## src/serdes_pkg.sv

```systemverilog
// shared widths and lane word structs for the serdes link fabric, referenced by scoped name
`default_nettype none

package serdes_pkg;

  // byte and pattern counter geometry
  localparam int data_bits     = 8;   // one tx or rx byte
  localparam int pat_hold_bits = 8;   // low counter bits, one data value lasts 256 cycles
  localparam int pat_bits      = data_bits + pat_hold_bits;

  // blink and edge counters, shortened for simulation
  localparam int hb_bits      = 10;   // hardware build would use 28
  localparam int ldr_cnt_bits = 6;    // hardware build would use 20

  localparam int num_lanes = 2;       // rx lanes on the dual
  localparam int led_bits  = 8;       // board leds
  localparam int half_bits = data_bits / 2;  // folded byte width on the leds

  // word handed to the tx lanes
  typedef struct packed {
    logic [data_bits-1:0] data;
    logic                 comma;      // k flag, tx bit 8 on the dcu
  } tx_word_t;

  // raw word from one rx lane
  typedef struct packed {
    logic [data_bits-1:0] data;
    logic                 los;        // loss of signal
    logic                 lol;        // cdr loss of lock
    logic                 ldr;        // low speed serial input
  } rx_lane_t;

  // per lane status shown on the leds
  typedef struct packed {
    logic [data_bits-1:0] data;       // registered byte
    logic                 los;
    logic                 lol;
    logic                 hb;         // heartbeat msb
    logic                 ldr_msb;    // edge counter msb
  } lane_status_t;

endpackage

`default_nettype wire

```

## src/pattern_gen.sv

```systemverilog
// tx test pattern source driving a free running counter byte with a comma flag to the top
`timescale 1ns/1ps
`default_nettype none

module pattern_gen (
  input  wire                  rx0_pclk,
  input  wire                  rst_n,
  output serdes_pkg::tx_word_t tx
);

  logic [serdes_pkg::pat_bits-1:0] cnt;      // pattern counter
  logic                            comma_q;  // registered comma flag
  logic                            wrap;     // last cycle of a data value

  // low bits all ones means the upper byte steps on the next edge
  assign wrap = &cnt[serdes_pkg::pat_hold_bits-1:0];

  always_ff @(posedge rx0_pclk or negedge rst_n)
  begin
    if (!rst_n)
    begin
      cnt     <= '0;
      comma_q <= 1'b0;
    end
    else
    begin
      cnt     <= cnt + 1'b1;  // free running and wraps silently
      comma_q <= wrap;        // lines up with the first cycle of the new byte
    end
  end

  // upper counter byte goes out while low bits only set the hold time
  assign tx = '{
    data:  cnt[serdes_pkg::pat_bits-1:serdes_pkg::pat_hold_bits],
    comma: comma_q
  };

  // a comma must mark a byte change and never a repeated value
  a_comma_on_step : assert property (
    @(posedge rx0_pclk) disable iff (!rst_n)
    tx.comma |-> (tx.data != $past(tx.data))
  );

endmodule

`default_nettype wire

```

## src/lane_monitor.sv

```systemverilog
// rx lane monitor that registers byte and flags and counts heartbeat and ldr edges for each lane
`timescale 1ns/1ps
`default_nettype none

module lane_monitor (
  input  wire                      rx0_pclk,
  input  wire                      rst_n,
  input  serdes_pkg::rx_lane_t     rx,
  output serdes_pkg::lane_status_t status
);

  // registered copy of the lane word
  logic [serdes_pkg::data_bits-1:0] data_q;
  logic                             los_q;
  logic                             lol_q;

  // blink counter
  logic [serdes_pkg::hb_bits-1:0] hb_cnt;

  // ldr edge detection
  logic [1:0]                          ldr_trk;   // [1] newest sample and [0] previous
  logic                                ldr_rise;  // tracker shows 0 then 1
  logic [serdes_pkg::ldr_cnt_bits-1:0] ldr_cnt;   // rising edges seen

  // lane word and flags with one cycle of latency
  always_ff @(posedge rx0_pclk or negedge rst_n)
  begin
    if (!rst_n)
    begin
      data_q <= '0;
      los_q  <= 1'b0;
      lol_q  <= 1'b0;
    end
    else
    begin
      data_q <= rx.data;
      los_q  <= rx.los;   // signal lost on the wire
      lol_q  <= rx.lol;   // cdr not locked
    end
  end

  // heartbeat msb toggles every 2^(hb_bits-1) cycles
  always_ff @(posedge rx0_pclk or negedge rst_n)
  begin
    if (!rst_n)
    begin
      hb_cnt <= '0;
    end
    else
    begin
      hb_cnt <= hb_cnt + 1'b1;
    end
  end

  // two stage tracker with the new sample shifting in at the top
  always_ff @(posedge rx0_pclk or negedge rst_n)
  begin
    if (!rst_n)
    begin
      ldr_trk <= 2'b00;
    end
    else
    begin
      ldr_trk <= {rx.ldr, ldr_trk[1]};
    end
  end

  assign ldr_rise = (ldr_trk == 2'b10);  // high now and low one cycle before

  // edge counter steps two cycles after the ldr rise
  always_ff @(posedge rx0_pclk or negedge rst_n)
  begin
    if (!rst_n)
    begin
      ldr_cnt <= '0;
    end
    else if (ldr_rise)
    begin
      ldr_cnt <= ldr_cnt + 1'b1;
    end
  end

  // status word toward the display
  assign status = '{
    data:    data_q,
    los:     los_q,
    lol:     lol_q,
    hb:      hb_cnt[serdes_pkg::hb_bits-1],
    ldr_msb: ldr_cnt[serdes_pkg::ldr_cnt_bits-1]
  };

  // counter moves only after a detected rise and by exactly one
  a_ldr_cnt_step : assert property (
    @(posedge rx0_pclk) disable iff (!rst_n)
    (ldr_cnt != $past(ldr_cnt)) |->
      ($past(ldr_rise) && (ldr_cnt == $past(ldr_cnt) + 1'b1))
  );

endmodule

`default_nettype wire

```

## src/status_display.sv

```systemverilog
// led status display, syncs the lane button and shows the folded byte plus lane flags
`timescale 1ns/1ps
`default_nettype none

module status_display (
  input  wire                                                     rx0_pclk,
  input  wire                                                     rst_n,
  input  serdes_pkg::lane_status_t [serdes_pkg::num_lanes-1:0] lane_status,
  input  wire                                                     lane_sel,
  output logic [serdes_pkg::led_bits-1:0]                         led
);

  logic                     sel_meta;  // first sync stage, may go metastable
  logic                     sel_q;     // synced lane select
  serdes_pkg::lane_status_t cur;       // selected lane status

  // button comes from the pad, two flops before use
  always_ff @(posedge rx0_pclk or negedge rst_n)
  begin
    if (!rst_n)
    begin
      sel_meta <= 1'b0;
      sel_q    <= 1'b0;
    end
    else
    begin
      sel_meta <= lane_sel;
      sel_q    <= sel_meta;
    end
  end

  assign cur = lane_status[sel_q];

  // upper nibble is the or of both byte halves, lower nibble the flags
  always_ff @(posedge rx0_pclk or negedge rst_n)
  begin
    if (!rst_n)
    begin
      led <= '0;
    end
    else
    begin
      led <= {cur.data[serdes_pkg::data_bits-1:serdes_pkg::half_bits]
                | cur.data[serdes_pkg::half_bits-1:0],
              cur.los, cur.lol, cur.hb, cur.ldr_msb};
    end
  end

  // led stays dark for the first two cycles out of reset, monitors start cleared too
  a_led_dark_after_reset : assert property (
    @(posedge rx0_pclk) disable iff (!rst_n)
    $rose(rst_n) |-> (led == '0) ##1 (led == '0)
  );

endmodule

`default_nettype wire

```

## src/serdes_link_top.sv

```systemverilog
// serdes link fabric top, pattern source for tx, two rx lane monitors and the led display
`timescale 1ns/1ps
`default_nettype none

module serdes_link_top (
  input  wire                                                 rx0_pclk,
  input  wire                                                 rst_n,
  input  serdes_pkg::rx_lane_t [serdes_pkg::num_lanes-1:0] rx_lanes,
  input  wire                                                 lane_sel,
  output serdes_pkg::tx_word_t                                tx,
  output logic [serdes_pkg::led_bits-1:0]                     led
);

  // per lane status, one entry per monitor
  serdes_pkg::lane_status_t [serdes_pkg::num_lanes-1:0] lane_status;

  // tx word, same on every tx lane
  pattern_gen pattern_gen_i (
    .rx0_pclk (rx0_pclk),
    .rst_n    (rst_n),
    .tx       (tx)
  );

  // one monitor per rx lane
  genvar g;
  generate
    for (g = 0; g < serdes_pkg::num_lanes; g++)
    begin : g_lane
      lane_monitor lane_monitor_i (
        .rx0_pclk (rx0_pclk),
        .rst_n    (rst_n),
        .rx       (rx_lanes[g]),
        .status   (lane_status[g])
      );
    end
  endgenerate

  // button picks which lane lands on the leds
  status_display status_display_i (
    .rx0_pclk    (rx0_pclk),
    .rst_n       (rst_n),
    .lane_status (lane_status),
    .lane_sel    (lane_sel),
    .led         (led)
  );

endmodule

`default_nettype wire

```

## config.mk

```make
export PLATFORM = sky130hd
export DESIGN_NAME = serdes_link_top
export DESIGN_NICKNAME = d
export VERILOG_FILES = /design/src/serdes_pkg.sv /design/src/pattern_gen.sv /design/src/lane_monitor.sv /design/src/status_display.sv /design/src/serdes_link_top.sv
export SDC_FILE = /design/constraint.sdc
export NUM_CORES = 1
export LEC_CHECK = 0
export BUFFER_PORTS_ARGS = -buffer_cell sky130_fd_sc_hd__buf_2
export CAP_MARGIN = 0
export CORE_MARGIN = 2
export CORE_UTILIZATION = 59
export DETAILED_ROUTE_END_ITERATION = 8
export PLACE_DENSITY = 0.82
export REMOVE_ABC_BUFFERS = 1
export SYNTH_ARGS = -nofsm -noshare
export SYNTH_HDL_FRONTEND = slang
export SYNTH_SLANG_ARGS = --single-unit
```

## constraint.sdc

```tcl
create_clock -name rx0_pclk -period 2.1 [get_ports rx0_pclk]
set_input_delay 0.42 -clock rx0_pclk [delete_from_list [all_inputs] [get_ports rx0_pclk]]
set_output_delay 0.42 -clock rx0_pclk [all_outputs]
set_load 0.02 [all_outputs]
```

* Word level (Yosys, flattened, before mapping)
Index checks and enable logic that the tools add are counted.
Word-level totals: output and inout port bits 17, bits in registers 83
Cells by class: multiplexer cells 2, add/subtract/negate cells 5, eq/ne operators 2, magnitude comparators 1, reduce and logical (&&, ||, !) cells 1, bitwise gates (word level) 1
Operator list (count):
- $mux W12 | 2
- $add A10 B1 Y10 const B | 2
- $add A16 B1 Y16 const B | 1
- $add A6 B1 Y6 const B | 2
- $reduce_and A8 Y1 | 1
- $eq A2 B2 Y1 const B | 2
- $or A4 B4 Y4 | 1
- $lt A1 B2 Y1 const B | 1

* Longest topological paths before layout
Gate-level depths: netlist of the first run.
depth after elaboration 3, mapped depth 4

* By module
From an unflattened synthesis of the first run, not the netlist that was laid out.
Second synthesis, totals: cell total of the unflattened synthesis 230, area, all modules 3141.8 um^2
By module, submodules not included:
- lane_monitor | seq. area each 700.7 um^2, cells each 68, area each 993.5 um^2, instances 2
- pattern_gen | seq. area each 425.4 um^2, cells each 67, area each 785.8 um^2, instances 1
- status_display | seq. area each 250.2 um^2, cells each 27, area each 369.1 um^2, instances 1

* Worst setup path before layout of the first run
OpenSTA, ideal clock, no wires.
kind reg-to-reg, start point register pattern_gen_i.cnt[0] (netlist name), end point register pattern_gen_i.cnt[14] (netlist name), setup slack 0.820 ns, cell stages (with the launch flop) 5, library setup time 0.079 ns, path buffers 0, arrival time 1.201 ns, cell sequence dfrtp_1 ha_1 nand3_2 nor4_2 xor2_1
Between the ends: word-level cells in the longest chain between the ends 1
RTL lines:
- start: declaration | RTL line pattern_gen.sv:11 | logic [serdes_pkg::pat_bits-1:0] cnt;
- start signal: assignment | RTL line pattern_gen.sv:27 | cnt <= cnt + 1'b1;
- $add A16 B1 Y16 | RTL line pattern_gen.sv:27
No other way between the ends. A chain may end at the register's enable or synchronous reset.

* Worst setup path in the final report of the first run
start point register pattern_gen_i.cnt[8] (netlist name), end point output tx[1] (netlist name)
RTL lines:
- end: declaration | RTL line serdes_link_top.sv:10 | output serdes_pkg::tx_word_t tx,
No word-level cell between the ends.

==> results of run 1 <==
## metrics by stage
step                total power [uW]  hold WS, ps  setup slack [ps]  util [%]
floorplan                       2030          124               819         -
global placement                2130          334               759      65.3
detailed placement              2160          344               653      65.3
CTS                             3410         17.6               630      69.7
global route                    3550         38.6               536      69.7
finish                          3360         19.6               640      69.7
## registers in the layout (all words and copies together), names as in the netlist, 2 cells and up
signal / flops
g_lane.lane_monitor_i.data_q: 16
pattern_gen_i.cnt: 16
g_lane.lane_monitor_i.hb_cnt: 20
g_lane.lane_monitor_i.ldr_trk: 4
g_lane.lane_monitor_i.los_q: 2
g_lane.lane_monitor_i.ldr_cnt: 12
g_lane.lane_monitor_i.lol_q: 2
status_display_i.led: 8
## placed cells by master, fill, tap and decap left out, drive strengths merged
| master | n |
|---|---|
| a21oi | 4 |
| and3 | 5 |
| and4 | 1 |
| buf | 42 |
| bufinv | 2 |
| clkbuf | 9 |
| clkinv | 2 |
| clkinvlp | 2 |
| dfrtp | 83 |
| ha | 5 |
| inv | 8 |
| mux2 | 6 |
| nand2 | 11 |
| nand3 | 11 |
| nand4 | 10 |
| nor2 | 8 |
| nor2b | 2 |
| nor3 | 10 |
| nor4 | 5 |
| xnor2 | 22 |
| xor2 | 18 |
## worst max path at each step
stage	slack, ps	cells past startpoint	end	startpoint
after floorplan	820	4	pattern_gen_i.cnt[14]	pattern_gen_i.cnt[0]
after global placement	760	4	pattern_gen_i.cnt[14]	pattern_gen_i.cnt[0]
after detailed placement	650	4	pattern_gen_i.cnt[14]	pattern_gen_i.cnt[0]
after CTS	630	1	tx[1]	pattern_gen_i.cnt[8]
after global routing	540	4	pattern_gen_i.cnt[14]	pattern_gen_i.cnt[0]
final	640	1	tx[1]	pattern_gen_i.cnt[8]
## layer usage
metal | GRT usage [%] | vias to the layer above | routed length (um)
met1 | 25.5 | 834 | 2090
met2 | 27.5 | 30 | 2260
met5 | 0 | - | 0
met3 | 6.52 | 6 | 177
li1 | - | 808 | -
met4 | 7.64 | 0 | 59
## kinds of logic (layout without fill, tap and decap cells)
group	Yosys count	in the layout	share of synthesized area, %
adder cells (fa/ha/maj)	5	5	2.03
buffers and inverters	19	65	3.42
AO/OA/AOI/OAI	4	4	0.651
flip-flops	83	83	67.5
multiplexers	6	6	2.20
AND/OR/NAND/NOR	63	63	12.8
XOR/XNOR	40	40	11.4
## power groups by stage
stage,registers [uW],logic (uW),clock network [uW]
finish,1850,270,1240
CTS,1850,277,1280
global route,1870,316,1360
detailed placement,1880,278,0
floorplan,1870,159,0
global placement,1870,258,0
## cell usage after synthesis, drive strengths merged (6+ instances only)
cell	number	share of area, %
buf	10	2.3
dfrtp	83	68
xor2	18	5.1
nand3	11	2.1
mux2	6	2.2
nor2	8	0.98
nand4	10	3.0
xnor2	22	6.3
nand2	11	1.3
inv	7	0.85
nor3	10	1.8
## worst register-to-register path: stages, from the launching register on
cell     delay, ps
dfrtp_1        440
ha_1           240
nand3_2        190
nor4_2         350
xor2_1         180
## area by class of cell
cell class                      count  area (um^2)
Multi-Input combinational cell    118          893
Sequential cell                    83         2080
Timing Repair Buffer               42          228
Clock buffer                        9          124
Inverter                            7         26.3
Fill cell                         378         1540
Clock inverter                      7          100
Tap cell                           70         87.6
==> impl_metrics.env, run 1 <==
export IMPL_port_buffers=41
export IMPL_irDropWorstVdd_mv=0.546
export IMPL_grt_pass1_vias=1744
export IMPL_dr_total_vias=1678
export IMPL_power_leakage_uw=0.00172
export IMPL_r2r_cells=4
export IMPL_p_seq_share_pct=55.0
export IMPL_wl_um=4590
export IMPL_antenna_found_initial=0
export IMPL_post_cts_resized=0
export IMPL_timing_critical_path_buf_inv=1
export IMPL_final_cell_area_um2=3540
export IMPL_cp_required_ps=1680
export IMPL_cpLargestDelayFamily="flip-flops"
export IMPL_cts_made_buffers=9
export IMPL_grt_max_degree=47
export IMPL_gp_routability_congestion=0.756
export IMPL_cts_htree_levels=3
export IMPL_finalSetupViolations=0
export IMPL_clockBufferDepth=2
export IMPL_cts_sinks=83
export IMPL_n_antenna_cell=0
export IMPL_start_kind="flop"
export IMPL_power_density_nw_per_um2=952
export IMPL_initial_core_util_pct=60.6
export IMPL_fin_crit_ps=1460
export IMPL_cts_tree="yes"
export IMPL_path_cells="buf_2"
export IMPL_dp_hpwl_um=3070
export IMPL_grt_overflow=0
export IMPL_nNetsFinal=291
export IMPL_arrival_ps=1040
export IMPL_synthDistinctLibCells=23
export IMPL_finalCritPeriodShare_pct=69.5
export IMPL_root_buffer="clkbuf_8"
export IMPL_async_reset_ff_share_pct=100
export IMPL_ys_seq_area_share_pct=67.5
export IMPL_synth_area_um2=3080
export IMPL_grt_use_total_pct=18.6
export IMPL_pwr_share_comb_pct=8.0
export IMPL_postCtsSetupRepairBufs=0
export IMPL_ys_ff_latch=83
export IMPL_drt_iter0_markers=147
export IMPL_drive_above_1_share_pct=27.4
export IMPL_synth_ff_type="dfrtp_1"
export IMPL_finalMaxSlewViolations=0
export IMPL_drc=0
export IMPL_clock_latency_ps=350
export IMPL_power_internal_uw=2560
export IMPL_rr_endpoint="pattern_gen_i.cnt[14]"
export IMPL_die_w_um=76.2
export IMPL_postCtsHoldBufs=0
export IMPL_switching_share_pct=23.8
export IMPL_outcome="finished clean"
export IMPL_finalHoldViolCount=0
export IMPL_areaGrowthSynthToFinish_pct=15.0
export IMPL_ant_nets=0
export IMPL_die_h_um=76.2
export IMPL_postPlaceCellArea_um2=3310
export IMPL_syn_avg_cell_area_um2=14.0
export IMPL_dr_pass1_iters=4
export IMPL_finClkSkew_ps=10.7
export IMPL_core_um2=5070
export IMPL_maxSlewHeadroom_pct=68.0
export IMPL_reg2reg_setup_slack_ps=640
export IMPL_end_kind="output pin"
export IMPL_crit_slowest_cell="dfrtp_1"
export IMPL_worstHoldPathType="in2async"
export IMPL_switching_power_uw=802
export IMPL_synthCells=220
export IMPL_row_count=26
export IMPL_fmax_mhz=685
export IMPL_drv_cap=0
export IMPL_dp_cells=320
export IMPL_ios=42
export IMPL_viasPerCell=4.99
export IMPL_synth_edff_count=0
export IMPL_wl_per_cell_um=13.7
export IMPL_grt_first_pass_wirelength_um=8290
export IMPL_fin_setup_tns_ps=0
export IMPL_path_class="reg2out"
export IMPL_fin_cells=336
export IMPL_rsz0062_at_grt="no"
export IMPL_synth_warnings=0
export IMPL_max_stage_delay_ps=480
export IMPL_dieArea_um2=5810
export IMPL_worst_slew_pin_slew_ps=479
export IMPL_worstPathMaxFanout=5
export IMPL_cts_clk_slew_worst_paths_ps=80
export IMPL_r2r_start="pattern_gen_i.cnt[0]"
export IMPL_clkPwrFrac_pct=37.0
Power figures use the tool's default switching activity.
==> run 2, diff against run 1 <==
- CORE_UTILIZATION: 59 -> 56
- PLACE_DENSITY: 0.82 -> 0.78
- clock period: 2.1 -> 1.36 ns (I/O delays scaled with it)
==> run 2 against run 1 <==
Final cell count increased by 6.0%. Clock power increased by 26%. Critical path depth unchanged. Combinational power increased by 80%. Sequential power increased by 55%. Non-clock buffer count increased by 20. Worst hold slack got worse by 1.2 ps. Worst setup slack got worse by 540 ps. Design area increased by 5.2%. Largest cell class unchanged. First-iteration DRC count decreased by 38%. Global-route usage decreased by 0.65 points.
==> impl_metrics.env, run 2 (same netlist as run 1, synthesis figures left out) <==
export IMPL_outcome="finished clean"
export IMPL_dp_cells=324
export IMPL_antenna_found_initial=0
export IMPL_n_antenna_cell=0
export IMPL_power_leakage_uw=0.00180
export IMPL_clock_latency_ps=360
export IMPL_cpLargestDelayFamily="flip-flops"
export IMPL_dr_total_vias=1793
export IMPL_areaGrowthSynthToFinish_pct=20.9
export IMPL_wl_um=4970
export IMPL_cp_required_ps=1090
export IMPL_fin_cells=356
export IMPL_finalCritPeriodShare_pct=92.9
export IMPL_arrival_ps=990
export IMPL_clkPwrFrac_pct=31.8
export IMPL_row_count=26
export IMPL_ant_nets=0
export IMPL_wl_per_cell_um=14.0
export IMPL_max_stage_delay_ps=460
export IMPL_grt_use_total_pct=18.0
export IMPL_timing_critical_path_buf_inv=1
export IMPL_finalMaxSlewViolations=0
export IMPL_maxSlewHeadroom_pct=67.7
export IMPL_cts_clk_slew_worst_paths_ps=90
export IMPL_power_internal_uw=3630
export IMPL_dr_pass1_iters=4
export IMPL_crit_slowest_cell="dfrtp_2"
export IMPL_fmax_mhz=791
export IMPL_port_buffers=41
export IMPL_reg2reg_setup_slack_ps=100
export IMPL_dieArea_um2=6100
export IMPL_grt_max_degree=35
export IMPL_drive_above_1_share_pct=27.6
export IMPL_worstPathMaxFanout=5
export IMPL_fin_setup_tns_ps=0
export IMPL_cts_made_buffers=9
export IMPL_clockBufferDepth=2
export IMPL_rr_endpoint="pattern_gen_i.cnt[14]"
export IMPL_finalSetupViolations=0
export IMPL_start_kind="flop"
export IMPL_largest_registers="g_lane.lane_monitor_i.hb_cnt (20), g_lane.lane_monitor_i.data_q (16), pattern_gen_i.cnt (16)"
export IMPL_drv_cap=0
export IMPL_r2r_start="pattern_gen_i.cnt[1]"
export IMPL_viasPerCell=5.04
export IMPL_drt_iter0_markers=91
export IMPL_rsz0062_at_grt="no"
export IMPL_worstHoldEndpoint="g_lane[0].lane_monitor_i.data_q[6]"
export IMPL_gp_routability_congestion=0.737
export IMPL_die_h_um=78.1
export IMPL_finClkSkew_ps=10.6
export IMPL_power_total_uw=4900
export IMPL_largest_register_ffs=20
export IMPL_cts_htree_levels=3
export IMPL_grt_first_pass_wirelength_um=8140
export IMPL_switching_power_uw=1280
export IMPL_grt_pass1_vias=1736
export IMPL_cts_sinks=83
export IMPL_p_seq_share_pct=58.3
export IMPL_worst_slew_pin_slew_ps=484
export IMPL_finalHoldViolCount=0
export IMPL_die_w_um=78.1
export IMPL_core_um2=5200
export IMPL_whs_path_depth=1
export IMPL_hp_start="rx_lanes[9]"
export IMPL_worstHoldPathType="in2reg"
export IMPL_switching_share_pct=26.0
export IMPL_final_cell_mix="dfrtp_1, buf_2, xnor2_1"
export IMPL_dp_hpwl_um=3070
export IMPL_irDropWorstVdd_mv=1.00
export IMPL_initial_core_util_pct=59.1
export IMPL_cts_tree="yes"
export IMPL_path_cells="buf_2"
export IMPL_root_buffer="clkbuf_8"
export IMPL_final_common_cell="dfrtp_1"
export IMPL_nNetsFinal=311
export IMPL_largest_register="g_lane.lane_monitor_i.hb_cnt"
export IMPL_pwr_share_comb_pct=9.9
export IMPL_drc=0
export IMPL_fin_crit_ps=1260
export IMPL_end_kind="output pin"
export IMPL_ios=42
export IMPL_r2r_cells=4
export IMPL_grt_overflow=0
export IMPL_fill_cells=368
export IMPL_power_density_nw_per_um2=1320
export IMPL_path_class="reg2out"
[run 2: cell types whose count changed in the layout (fill, tap and decap cells not counted), moves of 2 or more]
cell           change
dlygate4sd3_1     +16
nand3_4            +2
nand3_2            -2
buf_4              +3
bufinv_16          -2
[run 2: area by class of cell]
cell class | instances | area, um^2 | share of cell area [%]
Clock buffer | 9 | 124 | 3.33
Clock inverter | 7 | 52.6 | 1.41
Inverter | 7 | 26.3 | 0.707
Multi-Input combinational cell | 118 | 920 | 24.7
Sequential cell | 83 | 2080 | 55.9
Tap cell | 70 | 87.6 | 2.36
Timing Repair Buffer | 62 | 430 | 11.6
[run 2: worst max path at each step]
stage	from	end	cells past startpoint
4_1_cts	pattern_gen_i.cnt[8]	tx[1]	1
2_1_floorplan	pattern_gen_i.cnt[0]	pattern_gen_i.cnt[14]	4
3_5_place_dp	pattern_gen_i.cnt[0]	pattern_gen_i.cnt[14]	4
5_1_grt	pattern_gen_i.cnt[1]	pattern_gen_i.cnt[14]	4
3_3_place_gp	pattern_gen_i.cnt[0]	pattern_gen_i.cnt[14]	4
6_report	pattern_gen_i.cnt[8]	tx[1]	1
[run 2: timing repair]
action,4_1_cts,5_1_grt
setup endpoints to repair,0,5
hold endpoints to repair,27,9
hold buffers,7,9
gates resized for setup,0,5
setup buffers,0,0
[run 2: power by group through the flow]
stage                     registers (uW)  clock network [uW]  logic (uW)
after global placement              2890                   0         410
after floorplan                     2890                   0         245
after CTS                           2860                1600         466
after global routing                2890                1720         549
final                               2860                1560         485
after detailed placement            2900                   0         441
[run 2: through the flow]
stage	util, %	instance area (um^2)	hold slack [ps]	worst slack [ps]
after global routing	71.4	3720	-11.4	7.92
final	71.4	3720	18.3	96.2
after detailed placement	64.4	3350	187	87.1
after global placement	64.4	3350	186	109
after CTS	69.2	3600	1.13	26.1
after floorplan	-	3000	-23.6	79.2
[run 2: layer usage]
layer,up-vias,track usage [%],wire (um)
li1,854,-,-
met1,903,21.9,2130
met2,28,27.8,2570
met3,8,8.05,200
met4,0,7.89,77
met5,-,0,0
